**src/hdl/sp_bus_pkg.sv**
```systemverilog
`default_nettype none

package sp_bus_pkg;

   // Core side and external bus widths.
   localparam int ADR_W     = 32;
   localparam int DAT_W     = 32;
   localparam int EXT_DAT_W = 8;
   localparam int EXT_ADR_W = 24;
   localparam int LANES     = DAT_W / EXT_DAT_W;

   typedef logic [DAT_W-1:0]     word_t;
   typedef logic [EXT_DAT_W-1:0] byte_t;

   // Boot memory sits where the top address bits are zero.
   localparam int             MEM_TAG_W = 2;
   localparam logic [MEM_TAG_W-1:0] MEM_TAG = '0;

   // External window is selected by the top address byte.
   localparam int             EXT_TAG_W  = 8;
   localparam logic [EXT_TAG_W-1:0] EXT_WINDOW = 8'h80;

   typedef enum logic [1:0] {
      REGION_MEM  = 2'd0,
      REGION_EXT  = 2'd1,
      REGION_NONE = 2'd2
   } region_e;

endpackage

`default_nettype wire

```
**src/hdl/sp_mem_pkg.sv**
```systemverilog
`default_nettype none

package sp_mem_pkg;

   // Boot memory depth in 32-bit words.
   localparam int MEM_WORDS_DEFAULT = 2048;

   // Width of one memory lane.
   localparam int LANE_W = 8;

   // Byte offset bits below the word index.
   localparam int WORD_IDX_LSB = 2;

endpackage

`default_nettype wire

```
**src/hdl/sp_wb_if.sv**
```systemverilog
`default_nettype none

interface sp_wb_if #(
   parameter type dat_t = logic [31:0]
);

   logic [sp_bus_pkg::ADR_W-1:0] adr;
   dat_t                         dat_m;
   logic                         we;
   logic [sp_bus_pkg::LANES-1:0] sel;
   logic                         stb;
   logic                         cyc;
   dat_t                         dat_s;
   logic                         ack;
   logic                         err;

   modport master (
      output adr, dat_m, we, sel, stb, cyc,
      input  dat_s, ack, err
   );

   modport slave (
      input  adr, dat_m, we, sel, stb, cyc,
      output dat_s, ack, err
   );

endinterface

`default_nettype wire

```
**src/hdl/byte_lane_bridge.sv**
```systemverilog
`default_nettype none

module byte_lane_bridge (
   input  wire                                 clk,
   input  wire                                 rst_n_i,

   sp_wb_if.slave                              s,

   output logic [sp_bus_pkg::EXT_ADR_W-1:0]    ext_adr_o,
   output sp_bus_pkg::byte_t                   ext_dat_o,
   input  sp_bus_pkg::byte_t                   ext_dat_i,
   output logic                                ext_we_o,
   output logic                                ext_sel_o,
   output logic                                ext_stb_o,
   output logic                                ext_cyc_o,
   input  wire                                 ext_ack_i
);

   localparam int DAT_W     = sp_bus_pkg::DAT_W;
   localparam int EXT_DAT_W = sp_bus_pkg::EXT_DAT_W;

   logic [1:0]        sub_q;
   logic [1:0]        lane_idx;
   logic              ack_q;
   logic              byte_done;
   sp_bus_pkg::word_t shift_q;

   // Sub-address 0 carries the most significant lane.
   assign lane_idx = ~sub_q;

   assign ext_cyc_o = s.cyc;
   assign ext_stb_o = s.cyc && s.stb && !ack_q;
   assign ext_we_o  = s.cyc && s.we;
   assign ext_adr_o = {s.adr[sp_bus_pkg::EXT_ADR_W-1:sp_mem_pkg::WORD_IDX_LSB], sub_q};
   assign ext_dat_o = s.dat_m[lane_idx*EXT_DAT_W +: EXT_DAT_W];
   assign ext_sel_o = s.sel[lane_idx];

   assign byte_done = ext_stb_o && ext_ack_i;

   always_ff @(posedge clk) begin
      if (!rst_n_i || !s.cyc) begin
         sub_q <= 2'd0;
      end else if (byte_done) begin
         sub_q <= sub_q + 2'd1;
      end
   end

   // Word ack follows the fourth byte ack by one cycle.
   always_ff @(posedge clk) begin
      if (!rst_n_i || ack_q) begin
         ack_q <= 1'b0;
      end else if (byte_done && sub_q == 2'd3) begin
         ack_q <= 1'b1;
      end
   end

   // Read bytes enter at the bottom, so the first one ends up on top.
   always_ff @(posedge clk) begin
      if (byte_done) begin
         shift_q <= {shift_q[DAT_W-EXT_DAT_W-1:0], ext_dat_i};
      end
   end

   assign s.dat_s = shift_q;
   assign s.ack   = ack_q;
   assign s.err   = 1'b0;

endmodule

`default_nettype wire

```
**src/flat_wrapper.sv**
```systemverilog
// flat-port wrapper written by rule: the top's interface ports become plain ports
module byte_lane_bridge_flat 
  (clk, rst_n_i, ext_adr_o, ext_dat_o, ext_dat_i, ext_we_o, ext_sel_o, ext_stb_o, ext_cyc_o, ext_ack_i, s_adr, s_dat_m, s_we, s_sel, s_stb, s_cyc, s_dat_s, s_ack, s_err);
  sp_wb_if s_i ();
  input  wire clk;
  input  wire rst_n_i;
  output logic [sp_bus_pkg::EXT_ADR_W-1:0] ext_adr_o;
  output sp_bus_pkg::byte_t ext_dat_o;
  input  sp_bus_pkg::byte_t ext_dat_i;
  output logic ext_we_o;
  output logic ext_sel_o;
  output logic ext_stb_o;
  output logic ext_cyc_o;
  input  wire ext_ack_i;
  input wire logic [$bits(s_i.adr)-1:0] s_adr;
  input wire logic [$bits(s_i.dat_m)-1:0] s_dat_m;
  input wire logic [$bits(s_i.we)-1:0] s_we;
  input wire logic [$bits(s_i.sel)-1:0] s_sel;
  input wire logic [$bits(s_i.stb)-1:0] s_stb;
  input wire logic [$bits(s_i.cyc)-1:0] s_cyc;
  output wire logic [$bits(s_i.dat_s)-1:0] s_dat_s;
  output wire logic [$bits(s_i.ack)-1:0] s_ack;
  output wire logic [$bits(s_i.err)-1:0] s_err;
  assign s_i.adr = s_adr;
  assign s_i.dat_m = s_dat_m;
  assign s_i.we = s_we;
  assign s_i.sel = s_sel;
  assign s_i.stb = s_stb;
  assign s_i.cyc = s_cyc;
  assign s_dat_s = s_i.dat_s;
  assign s_ack = s_i.ack;
  assign s_err = s_i.err;
  byte_lane_bridge u_core (.clk(clk), .rst_n_i(rst_n_i), .s(s_i), .ext_adr_o(ext_adr_o), .ext_dat_o(ext_dat_o), .ext_dat_i(ext_dat_i), .ext_we_o(ext_we_o), .ext_sel_o(ext_sel_o), .ext_stb_o(ext_stb_o), .ext_cyc_o(ext_cyc_o), .ext_ack_i(ext_ack_i));
endmodule
```
**config.mk**
```make
export PLATFORM = sky130hd
export DESIGN_NAME = byte_lane_bridge_flat
export DESIGN_NICKNAME = d
export VERILOG_FILES = /design/src/hdl/sp_bus_pkg.sv /design/src/hdl/sp_mem_pkg.sv /design/src/hdl/sp_wb_if.sv /design/src/hdl/byte_lane_bridge.sv /design/src/flat_wrapper.sv
export SDC_FILE = /design/constraint.sdc
export NUM_CORES = 1
export LEC_CHECK = 0
export BUFFER_PORTS_ARGS = -buffer_cell sky130_fd_sc_hd__clkbuf_2
export CORE_MARGIN = 10
export CORE_UTILIZATION = 32
export DETAILED_ROUTE_END_ITERATION = 6
export MAX_ROUTING_LAYER = met4
export PLACE_DENSITY = 0.76
export SYNTH_ARGS = -nofsm -noshare
export SYNTH_HDL_FRONTEND = slang
export SYNTH_SLANG_ARGS = --single-unit
```
**constraint.sdc**
```tcl
create_clock -name clk -period 1.41 [get_ports clk]
set_clock_uncertainty 0.05 [all_clocks]
set_input_delay 0.0705 -clock clk [delete_from_list [all_inputs] [get_ports clk]]
set_output_delay 0.0705 -clock clk [all_outputs]
set_load 0.01 [all_outputs]
```
==> results.json <==
{
  "outcome": "finished, violations left",
  "violations": "negative setup slack",
  "grt_max_degree": 36,
  "synth_top_area_frac": 0.6331,
  "viasPerCell": 4.522,
  "final_cells": 224,
  "h-tree-depth": 2,
  "dieArea_um2": 7898,
  "via_count": 1013,
  "grt_pass1_vias": 1089,
  "wl_met1_mm": 1.560,
  "overflow": 0,
  "die_w_um": 88.87,
  "fin_nets": 255,
  "synth_edf_count": 32,
  "antenna_found_initial": 0,
  "crit_buf_inv": 2,
  "synth_seq_cells": 35,
  "ys_seq_area_frac": 0.6727,
  "fin_util": 0.4634,
  "drcViolationCount": 0,
  "cp-end-kind": "primary output",
  "setup_violations": 9,
  "path_cells": "buf_12 > mux4_2 > clkbuf_2",
  "cap_violations": 0,
  "synth_warnings": 0,
  "setup_ws_ns": -0.1311,
  "ys.flop_type": "edfxtp_1",
  "ys_async_sr_fraction": 0,
  "synth_cells": 84,
  "cp-start-kind": "register",
  "placed_cells": 209,
  "pre_cts_ws_ns": 0.07191,
  "clock-sinks": 35,
  "final_layout_size_suffix_gt1_frac": 0.6802,
  "clk_pin_slew_ns": 0.06,
  "drt-initial-drc-count": 23,
  "syn_area_um2": 1518,
  "hold_depth": 3,
  "dr.pass1.iters": 4,
  "crit_path_max_fanout": 8,
  "cp_num_cells": 3,
  "finalSetupTns_ns": -1.031,
  "fill_cells": 387,
  "core_um2": 4474,
  "slowest_stage": "mux4_2",
  "pin_count": 152,
  "hp-class": "input pin to register",
  "p_per_area_nw_per_um2": 972.7,
  "final_antenna_net_count": 0,
  "cts_tree": "done",
  "wirelength_mm": 4.012,
  "cts_buffers": 5,
  "slew_viol_final": 0,
  "gp_congestion": 0.8139,
  "p_leak_nw": 0.9106,
  "fp-row-count": 24,
  "avgRoutedWirePerCell_um": 17.91,
  "ys_types": 18,
  "post-route-period-util": 1.093,
  "cts-root-buf": "clkbuf_8",
  "period_needed_ns": 1.541,
  "top_layer": "met4",
  "rsz0062_at_grt": "true",
  "fmax_mhz": 648.9,
  "ir_worst_vdd_mv": 0.3860,
  "io_buffers": 96,
  "stdcell_area_um2": 2073,
  "synth_nets": 167,
  "yosysMostFrequentCell": "edfxtp_1",
  "critPathArrivalTime_ns": 1.42,
  "placed_cell_area_um2": 1917,
  "crit_required_ns": 1.29,
  "grt_usage": 0.09392,
  "rr_worst_depth": 2,
  "start_util": 0.3392,
  "crit_family": "multiplexers",
  "die_h_um": 88.87,
  "wl_met3_um": 379,
  "hold_viol": 0,
  "clkLatencyLatePin_ns": 0.27,
  "num_antenna_cells": 0,
  "yosys-top-cells-count": "edfxtp_1 (32), buf_4 (24), mux4_2 (8), dfxtp_1 (3), nand3_1 (3)",
  "synthTopCellsByArea": "edfxtp_1 (63%), buf_4 (12%), mux4_2 (12%), dfxtp_1 (4.0%), mux4_1 (1.7%)",
  "max_stage_delay_ns": 0.51,
  "grt_pass1_wl_mm": 5.444,
  "avgSynthCellArea_um2": 18.07,
  "cts_buffer_depth": 2,
  "wl_met2_mm": 2.042,
  "area_growth_pct": 36.60,
  "critPathKind": "register to primary output",
  "yosys.area.top_type": "edfxtp_1",
  "cts_setup_buffers": 0
}
[stage by stage]
step | hold slack (ns) | total power, W
after floorplan | 0.1194 | 0.001323
after global placement | 0.09107 | 0.001377
after detailed placement | 0.09107 | 0.001382
after CTS | 0.03314 | 0.002055
after global routing | 0.05618 | 0.002120
final | 0.04409 | 0.002017
[routing by layer]
metal,vias up,track usage
li1,470,-
met5,-,-
met4,0,0.03671
met1,458,0.1047
met3,10,0.03952
met2,75,0.1463
[placed cells by master, fill, tap and decap left out, drive strengths merged]
cell and count:
clkbuf 101, edfxtp 32, mux4 9, dlygate4sd3 8, buf 4, nand3 3, dfxtp 3, mux2i 2
clkinv 2, and4b 1, nand2 1, nor2 1, and2 1, nand3b 1, and3 1, ha 1
conb 1
[report_power, final]
part,internal (W),switching (W)
Clock,0.000328,0.000314
Combinational,0.000122,0.0000924
Sequential,0.00115,0.00000869
[final cells by class]
type	count	area (um2)	share of cell area
clock buffers	5	68.82	0.03319
clock inverters	2	8.758	0.004224
multi-input cells	22	291.5	0.1406
flip-flops and latches	35	1023	0.4937
well taps	52	65.06	0.03138
repair buffers	108	615.6	0.2969
[worst min-delay path, stage by stage]
cell	delay (ns)
clkbuf_2	0.12
nand3_1	0.08
mux2i_1	0.05
[worst paths after layout]
| path | start | endpoint | slack, ns |
|---|---|---|---|
| worst min-delay path | rst_n_i | u_core.sub_q[0]$_SDFFE_PP0P_ | 0.04 |
| worst min register to register | u_core.s.dat_s[15]$_DFFE_PP_ | u_core.s.dat_s[23]$_DFFE_PP_ | 0.39 |
| worst max-delay path | u_core.sub_q[0]$_SDFFE_PP0P_ | ext_dat_o[6] | -0.13 |
| worst max register to register | u_core.s.ack$_SDFFE_PP0P_ | u_core.s.dat_s[25]$_DFFE_PP_ | 0.20 |
[registers in the layout, summed over array words and instances (netlist names)]
register	cells
u_core.s.dat_s	32
u_core.sub_q	2
u_core.s.ack	1
[what timing repair did]
item	CTS	global route
hold buffers	8	0
hold endpoints to repair	8	0
endpoints found under the setup margin	9	9
resized for setup	3	0
[logic make-up (layout without fill, tap and decap cells)]
family / after synthesis / after routing / share of synthesized area
multiplexers: 11 / 11 / 0.1492
adder cells (fa/ha/maj): 1 / 1 / 0.008243
buffers and inverters: 27 / 115 / 0.1327
other: 1 / 1 / 0.002471
flip-flops: 35 / 35 / 0.6727
AND/OR/NAND/NOR: 9 / 9 / 0.03462
Note: power is estimated with default switching activity, not from simulation.
