===== config.mk =====
export PLATFORM = sky130hd
export DESIGN_NAME = data_port_router_flat
export DESIGN_NICKNAME = d
export VERILOG_FILES = /design/src/hdl/sp_bus_pkg.sv /design/src/hdl/sp_wb_if.sv /design/src/hdl/data_port_router.sv /design/src/flat_wrapper.sv
export SDC_FILE = /design/constraint.sdc
export NUM_CORES = 1
export LEC_CHECK = 0
export ABC_CLOCK_PERIOD_IN_PS = 1970
export BUFFER_PORTS_ARGS = -buffer_cell sky130_fd_sc_hd__buf_2
export CORE_AREA = 2 2 125 127
export DETAILED_ROUTE_END_ITERATION = 6
export DIE_AREA = 0 0 127 129
export PLACE_DENSITY_LB_ADDON = 0.2
export REMOVE_ABC_BUFFERS = 1
export SYNTH_ARGS = -nofsm -noshare
export SYNTH_HDL_FRONTEND = slang
export SYNTH_SLANG_ARGS = --single-unit

===== constraint.sdc =====
create_clock -name clk -period 1.97 [get_ports clk]
set_clock_uncertainty 0.1 [all_clocks]
set_input_delay 0.394 -clock clk [delete_from_list [all_inputs] [get_ports clk]]
set_output_delay 0.394 -clock clk [all_outputs]
set_load 0.02 [all_outputs]

===== src/hdl/sp_bus_pkg.sv =====
`default_nettype none

package sp_bus_pkg;

   // Core side and external bus widths.
   localparam int ADR_W     = 32;
   localparam int DAT_W     = 32;
   localparam int EXT_DAT_W = 8;
   localparam int EXT_ADR_W = 24;
   localparam int LANES     = DAT_W / EXT_DAT_W;

   typedef logic [DAT_W-1:0]     word_t;
   typedef logic [EXT_DAT_W-1:0] byte_t;

   // Boot memory sits where the top address bits are zero.
   localparam int             MEM_TAG_W = 2;
   localparam logic [MEM_TAG_W-1:0] MEM_TAG = '0;

   // External window is selected by the top address byte.
   localparam int             EXT_TAG_W  = 8;
   localparam logic [EXT_TAG_W-1:0] EXT_WINDOW = 8'h80;

   typedef enum logic [1:0] {
      REGION_MEM  = 2'd0,
      REGION_EXT  = 2'd1,
      REGION_NONE = 2'd2
   } region_e;

endpackage

`default_nettype wire


===== src/hdl/sp_wb_if.sv =====
`default_nettype none

interface sp_wb_if #(
   parameter type dat_t = logic [31:0]
);

   logic [sp_bus_pkg::ADR_W-1:0] adr;
   dat_t                         dat_m;
   logic                         we;
   logic [sp_bus_pkg::LANES-1:0] sel;
   logic                         stb;
   logic                         cyc;
   dat_t                         dat_s;
   logic                         ack;
   logic                         err;

   modport master (
      output adr, dat_m, we, sel, stb, cyc,
      input  dat_s, ack, err
   );

   modport slave (
      input  adr, dat_m, we, sel, stb, cyc,
      output dat_s, ack, err
   );

endinterface

`default_nettype wire


===== src/hdl/data_port_router.sv =====
`default_nettype none

module data_port_router (
   input  wire        clk,
   input  wire        rst_n_i,

   sp_wb_if.slave     core,
   sp_wb_if.master    mem,
   sp_wb_if.master    ext
);

   localparam int ADR_W     = sp_bus_pkg::ADR_W;
   localparam int MEM_TAG_W = sp_bus_pkg::MEM_TAG_W;
   localparam int EXT_TAG_W = sp_bus_pkg::EXT_TAG_W;

   sp_bus_pkg::region_e region;
   logic                err_q;

   always_comb begin
      if (core.adr[ADR_W-1 -: MEM_TAG_W] == sp_bus_pkg::MEM_TAG) begin
         region = sp_bus_pkg::REGION_MEM;
      end else if (core.adr[ADR_W-1 -: EXT_TAG_W] == sp_bus_pkg::EXT_WINDOW) begin
         region = sp_bus_pkg::REGION_EXT;
      end else begin
         region = sp_bus_pkg::REGION_NONE;
      end
   end

   // Payload goes to both targets, only the selected one sees a strobe.
   assign mem.adr   = core.adr;
   assign mem.dat_m = core.dat_m;
   assign mem.we    = core.we;
   assign mem.sel   = core.sel;
   assign mem.cyc   = core.cyc && (region == sp_bus_pkg::REGION_MEM);
   assign mem.stb   = core.stb && (region == sp_bus_pkg::REGION_MEM);

   assign ext.adr   = core.adr;
   assign ext.dat_m = core.dat_m;
   assign ext.we    = core.we;
   assign ext.sel   = core.sel;
   assign ext.cyc   = core.cyc && (region == sp_bus_pkg::REGION_EXT);
   assign ext.stb   = core.stb && (region == sp_bus_pkg::REGION_EXT);

   // Unmapped accesses get a one-cycle error instead of hanging.
   always_ff @(posedge clk) begin
      if (!rst_n_i || err_q) begin
         err_q <= 1'b0;
      end else if (core.cyc && core.stb && region == sp_bus_pkg::REGION_NONE) begin
         err_q <= 1'b1;
      end
   end

   always_comb begin
      case (region)
         sp_bus_pkg::REGION_MEM: begin
            core.dat_s = mem.dat_s;
            core.ack   = mem.ack;
            core.err   = mem.err;
         end
         sp_bus_pkg::REGION_EXT: begin
            core.dat_s = ext.dat_s;
            core.ack   = ext.ack;
            core.err   = ext.err;
         end
         default: begin
            core.dat_s = '0;
            core.ack   = 1'b0;
            core.err   = err_q;
         end
      endcase
   end

endmodule

`default_nettype wire


===== src/flat_wrapper.sv =====
// flat-port wrapper written by rule: the top's interface ports become plain ports
module data_port_router_flat 
  (clk, rst_n_i, core_adr, core_dat_m, core_we, core_sel, core_stb, core_cyc, core_dat_s, core_ack, core_err, mem_adr, mem_dat_m, mem_we, mem_sel, mem_stb, mem_cyc, mem_dat_s, mem_ack, mem_err, ext_adr, ext_dat_m, ext_we, ext_sel, ext_stb, ext_cyc, ext_dat_s, ext_ack, ext_err);
  sp_wb_if core_i ();
  sp_wb_if mem_i ();
  sp_wb_if ext_i ();
  input  wire clk;
  input  wire rst_n_i;
  input wire logic [$bits(core_i.adr)-1:0] core_adr;
  input wire logic [$bits(core_i.dat_m)-1:0] core_dat_m;
  input wire logic [$bits(core_i.we)-1:0] core_we;
  input wire logic [$bits(core_i.sel)-1:0] core_sel;
  input wire logic [$bits(core_i.stb)-1:0] core_stb;
  input wire logic [$bits(core_i.cyc)-1:0] core_cyc;
  output wire logic [$bits(core_i.dat_s)-1:0] core_dat_s;
  output wire logic [$bits(core_i.ack)-1:0] core_ack;
  output wire logic [$bits(core_i.err)-1:0] core_err;
  output wire logic [$bits(mem_i.adr)-1:0] mem_adr;
  output wire logic [$bits(mem_i.dat_m)-1:0] mem_dat_m;
  output wire logic [$bits(mem_i.we)-1:0] mem_we;
  output wire logic [$bits(mem_i.sel)-1:0] mem_sel;
  output wire logic [$bits(mem_i.stb)-1:0] mem_stb;
  output wire logic [$bits(mem_i.cyc)-1:0] mem_cyc;
  input wire logic [$bits(mem_i.dat_s)-1:0] mem_dat_s;
  input wire logic [$bits(mem_i.ack)-1:0] mem_ack;
  input wire logic [$bits(mem_i.err)-1:0] mem_err;
  output wire logic [$bits(ext_i.adr)-1:0] ext_adr;
  output wire logic [$bits(ext_i.dat_m)-1:0] ext_dat_m;
  output wire logic [$bits(ext_i.we)-1:0] ext_we;
  output wire logic [$bits(ext_i.sel)-1:0] ext_sel;
  output wire logic [$bits(ext_i.stb)-1:0] ext_stb;
  output wire logic [$bits(ext_i.cyc)-1:0] ext_cyc;
  input wire logic [$bits(ext_i.dat_s)-1:0] ext_dat_s;
  input wire logic [$bits(ext_i.ack)-1:0] ext_ack;
  input wire logic [$bits(ext_i.err)-1:0] ext_err;
  assign core_i.adr = core_adr;
  assign core_i.dat_m = core_dat_m;
  assign core_i.we = core_we;
  assign core_i.sel = core_sel;
  assign core_i.stb = core_stb;
  assign core_i.cyc = core_cyc;
  assign core_dat_s = core_i.dat_s;
  assign core_ack = core_i.ack;
  assign core_err = core_i.err;
  assign mem_adr = mem_i.adr;
  assign mem_dat_m = mem_i.dat_m;
  assign mem_we = mem_i.we;
  assign mem_sel = mem_i.sel;
  assign mem_stb = mem_i.stb;
  assign mem_cyc = mem_i.cyc;
  assign mem_i.dat_s = mem_dat_s;
  assign mem_i.ack = mem_ack;
  assign mem_i.err = mem_err;
  assign ext_adr = ext_i.adr;
  assign ext_dat_m = ext_i.dat_m;
  assign ext_we = ext_i.we;
  assign ext_sel = ext_i.sel;
  assign ext_stb = ext_i.stb;
  assign ext_cyc = ext_i.cyc;
  assign ext_i.dat_s = ext_dat_s;
  assign ext_i.ack = ext_ack;
  assign ext_i.err = ext_err;
  data_port_router u_core (.clk(clk), .rst_n_i(rst_n_i), .core(core_i), .mem(mem_i), .ext(ext_i));
endmodule

==> flow_results.xml <==
<?xml version="1.0" encoding="UTF-8"?>
<metrics>
  <group name="outcome">
    <metric name="outcome" unit="">finished, final reports clean</metric>
  </group>
  <group name="floorplanning">
    <metric name="die_height" unit="um">129</metric>
    <metric name="chipWidth" unit="um">127</metric>
    <metric name="top_level_ports" unit="">317</metric>
    <metric name="count_of_standard_cell_rows" unit="">45</metric>
    <metric name="core_area" unit="um2">15000</metric>
    <metric name="start_util" unit="%">10.5</metric>
    <metric name="fp.dieArea" unit="um2">16400</metric>
  </group>
  <group name="synthesis">
    <metric name="proportion_of_synthesized_chip_area_in_sequential_cells" unit="%">1.27</metric>
    <metric name="yosys-top-cells-area" unit="">buf_4 (66%), a22o_1 (11%), a22o_2 (8.3%)</metric>
    <metric name="synthDistinctLibCells" unit="">19</metric>
    <metric name="post_synth_instance_area" unit="um2">1580</metric>
    <metric name="post_synth_most_frequent_cells" unit="">buf_4 (138), a22o_1 (20), a22o_2 (13), buf_12 (4)</metric>
    <metric name="postSynth.topFlopCell" unit="">dfxtp_1</metric>
    <metric name="postSynthRegisterBits" unit="">1</metric>
    <metric name="synth_area_per_cell" unit="um2">8.16</metric>
    <metric name="synth-async-reset-ratio" unit="%">0</metric>
    <metric name="synthMostInstantiatedCell" unit="">buf_4</metric>
    <metric name="yosysTopAreaCellShare" unit="%">65.8</metric>
    <metric name="number_of_enable_type_register_cells_in_the_synthesized_netlist" unit="">0</metric>
    <metric name="post-synth-top-area-cell" unit="">buf_4</metric>
    <metric name="synthesis.instances" unit="">193</metric>
    <metric name="synth-warning-count" unit="">0</metric>
  </group>
  <group name="grt">
    <metric name="grt_pass1_vias" unit="">1338</metric>
    <metric name="maximum_number_of_pins_on_one_net_before_global_route_repair" unit="">23</metric>
    <metric name="grt_util_all_layers" unit="%">16.5</metric>
    <metric name="grt_pass1_wl" unit="um">17100</metric>
    <metric name="grt_antenna_before_repair" unit="">1</metric>
    <metric name="grt_overflow_total" unit="">0</metric>
  </group>
  <group name="setup_path">
    <metric name="timing.critical_path.arrival" unit="ns">1.45</metric>
    <metric name="setup.reg_to_reg.worst_slack" unit="ns">1.26</metric>
    <metric name="crit_fanout" unit="">19</metric>
    <metric name="timing.critical_path.to_type" unit="">primary output</metric>
    <metric name="crit_top_cell" unit="">buf_6</metric>
    <metric name="endpoint_of_the_worst_register_to_register_path" unit="">u_core.err_q</metric>
    <metric name="highest_cell_delay_on_the_worst_timing_path" unit="ns">0.29</metric>
    <metric name="crit_path_cell_trace" unit="">buf_6 &gt; nor4_4 &gt; and2_4 &gt; buf_12 &gt; a22o_1 &gt; buf_6</metric>
    <metric name="ff2ff_path_depth" unit="">3</metric>
    <metric name="critPathSlowestCell" unit="">nor4_4</metric>
    <metric name="worstSetupPathType" unit="">primary input to primary output</metric>
    <metric name="required" unit="ns">1.48</metric>
    <metric name="r2r-start" unit="">u_core.err_q</metric>
    <metric name="setup.worst_path.start_class" unit="">primary input</metric>
  </group>
  <group name="route">
    <metric name="highest_layer" unit="">met5</metric>
    <metric name="vias" unit="">1402</metric>
    <metric name="wire_length_per_cell_after_detailed_routing" unit="um">37.8</metric>
    <metric name="firstDrtPassIters" unit="">4</metric>
    <metric name="dr_wl_met2" unit="um">6610</metric>
    <metric name="initialDrtViolationCount" unit="">71</metric>
    <metric name="drt_drc_violations_left" unit="">0</metric>
    <metric name="wl_met1" unit="um">3220</metric>
    <metric name="postRouteWirelength" unit="um">14400</metric>
    <metric name="wl_met3" unit="um">4330</metric>
    <metric name="vias_per_cell" unit="">3.67</metric>
    <metric name="postRouteAntennaNets" unit="">0</metric>
  </group>
  <group name="worst_hold_path">
    <metric name="hold_path_class" unit="">register to register</metric>
    <metric name="worstHoldPathCells" unit="">3</metric>
    <metric name="min_from" unit="">u_core.err_q</metric>
    <metric name="min_delay_worst_endpoint" unit="">u_core.err_q</metric>
  </group>
  <group name="clock_network">
    <metric name="cts.reportedPaths.clkPinSlew" unit="ns">0</metric>
    <metric name="postCtsSetupRepairBufs" unit="">0</metric>
    <metric name="hold_buffers" unit="">0</metric>
    <metric name="clk_latency" unit="ns">0</metric>
  </group>
  <group name="layout">
    <metric name="share_of_layout_cells_above_drive_strength_1" unit="%">85.5</metric>
    <metric name="reg_top3" unit="">u_core.err_q (1)</metric>
    <metric name="fillerInstances" unit="">1757</metric>
    <metric name="largest_register_ff_count" unit="">1</metric>
    <metric name="largest_register" unit="">u_core.err_q</metric>
    <metric name="num-nets-final" unit="">336</metric>
    <metric name="areaGrowthSynthToFinish" unit="%">7.94</metric>
    <metric name="finalInstanceArea" unit="um2">1700</metric>
  </group>
  <group name="timing">
    <metric name="setup_violations" unit="">0</metric>
    <metric name="final_critical_period" unit="ns">1.94</metric>
    <metric name="max_slew.worst_pin.slew" unit="ns">0.253</metric>
    <metric name="finalHoldViolCount" unit="">0</metric>
    <metric name="timing_max_transition_violations_final" unit="">0</metric>
    <metric name="rsz0062_at_grt" unit="">true</metric>
    <metric name="max-slew-margin-rel" unit="%">83.0</metric>
    <metric name="fmax" unit="MHz">515</metric>
    <metric name="final_min_period_over_clock_period" unit="%">98.6</metric>
  </group>
  <group name="place">
    <metric name="gp_routability_congestion" unit="">0.858</metric>
    <metric name="detailed_place.area" unit="um2">1490</metric>
    <metric name="place.port_buffers" unit="">133</metric>
    <metric name="detailedPlacementHpwl" unit="um">13500</metric>
  </group>
  <group name="pwr">
    <metric name="fin_total_pwr" unit="uW">339</metric>
    <metric name="power.ir.vdd_worst" unit="V">0.0000443</metric>
    <metric name="cellLeakagePower" unit="uW">0.000851</metric>
    <metric name="powerDensity" unit="nW/um2">199</metric>
  </group>
  <group name="run">
    <metric name="timing.max_cap.violations" unit="">0</metric>
  </group>
</metrics>
worst max-delay path, delay by kind of cell:
kind	cells	cell delay [ns]
buf+inv	3	0.37
simple gates	2	0.51
compound gates	1	0.16
cell type report:
type	count	area, um2	share of cell area [%]
Inverter	1	3.75	0.221
Sequential cell	1	20.0	1.18
Timing Repair Buffer	146	998	58.7
Multi-Input combinational cell	45	440	25.9
Antenna cell	1	2.50	0.147
Tap cell	188	235	13.8
metal layers:
metal | up-vias | GRT usage, %
met1 | 589 | 10.5
met2 | 283 | 27.3
met5 | - | 7.06
met3 | 11 | 23.2
li1 | 514 | -
met4 | 5 | 1.36
how the worst max path moves through the flow:
stage / endpoint / cells after the start / slack [ns] / start
final: core_ack / 6 / 0.03 / core_adr[25]
after global routing: core_dat_s[17] / 6 / -0.06 / core_adr[25]
after CTS: core_ack / 6 / 0.002 / core_adr[25]
after detailed placement: core_ack / 6 / -0.04 / core_adr[25]
after global placement: core_ack / 6 / -0.07 / core_adr[29]
after floorplan: core_ack / 2 / -0.52 / core_adr[30]
what timing repair did:
| action | 4_1_cts | 5_1_grt |
|---|---|---|
| endpoints found under the setup margin | 33 | 34 |
| gates resized for setup | 27 | 38 |
| pin swaps | 1 | 1 |
cell usage in the layout, fill, tap and decap left out, types with 2 or more instances in the layout:
master and n:
a22o_4 2, buf_6 28, a22o_1 20, buf_2 96, and2_1 2, a22o_2 11, buf_4 19, and3_2 2
buf_12 3
cell families after synthesis:
family	synth area share, %
AOI/OAI and AO/OA	20.4
buffers and inverters	72.2
DFF	1.27
and+or+nand+nor	6.12
through the flow:
step	setup WS (ns)	setup TNS [ns]	hold WS (ns)	utilization (%)	std cells
finish	0.0281	0	0.385	11.4	382
detailed placement	-0.0406	-0.306	0.385	9.92	381
global route	-0.0632	-0.816	0.439	11.3	381
global placement	-0.0671	-0.763	0.384	9.92	381
CTS	0.00205	0	0.385	10.4	381
floorplan	-0.522	-18.48	0.363	-	47
power breakdown:
group          total, uW  switching (uW)  internal [uW]
clock          0.0000679               0      0.0000679
combinational        317             152            166
sequential          21.6           0.147           21.4
No activity file was read; power rests on OpenSTA's default activity.
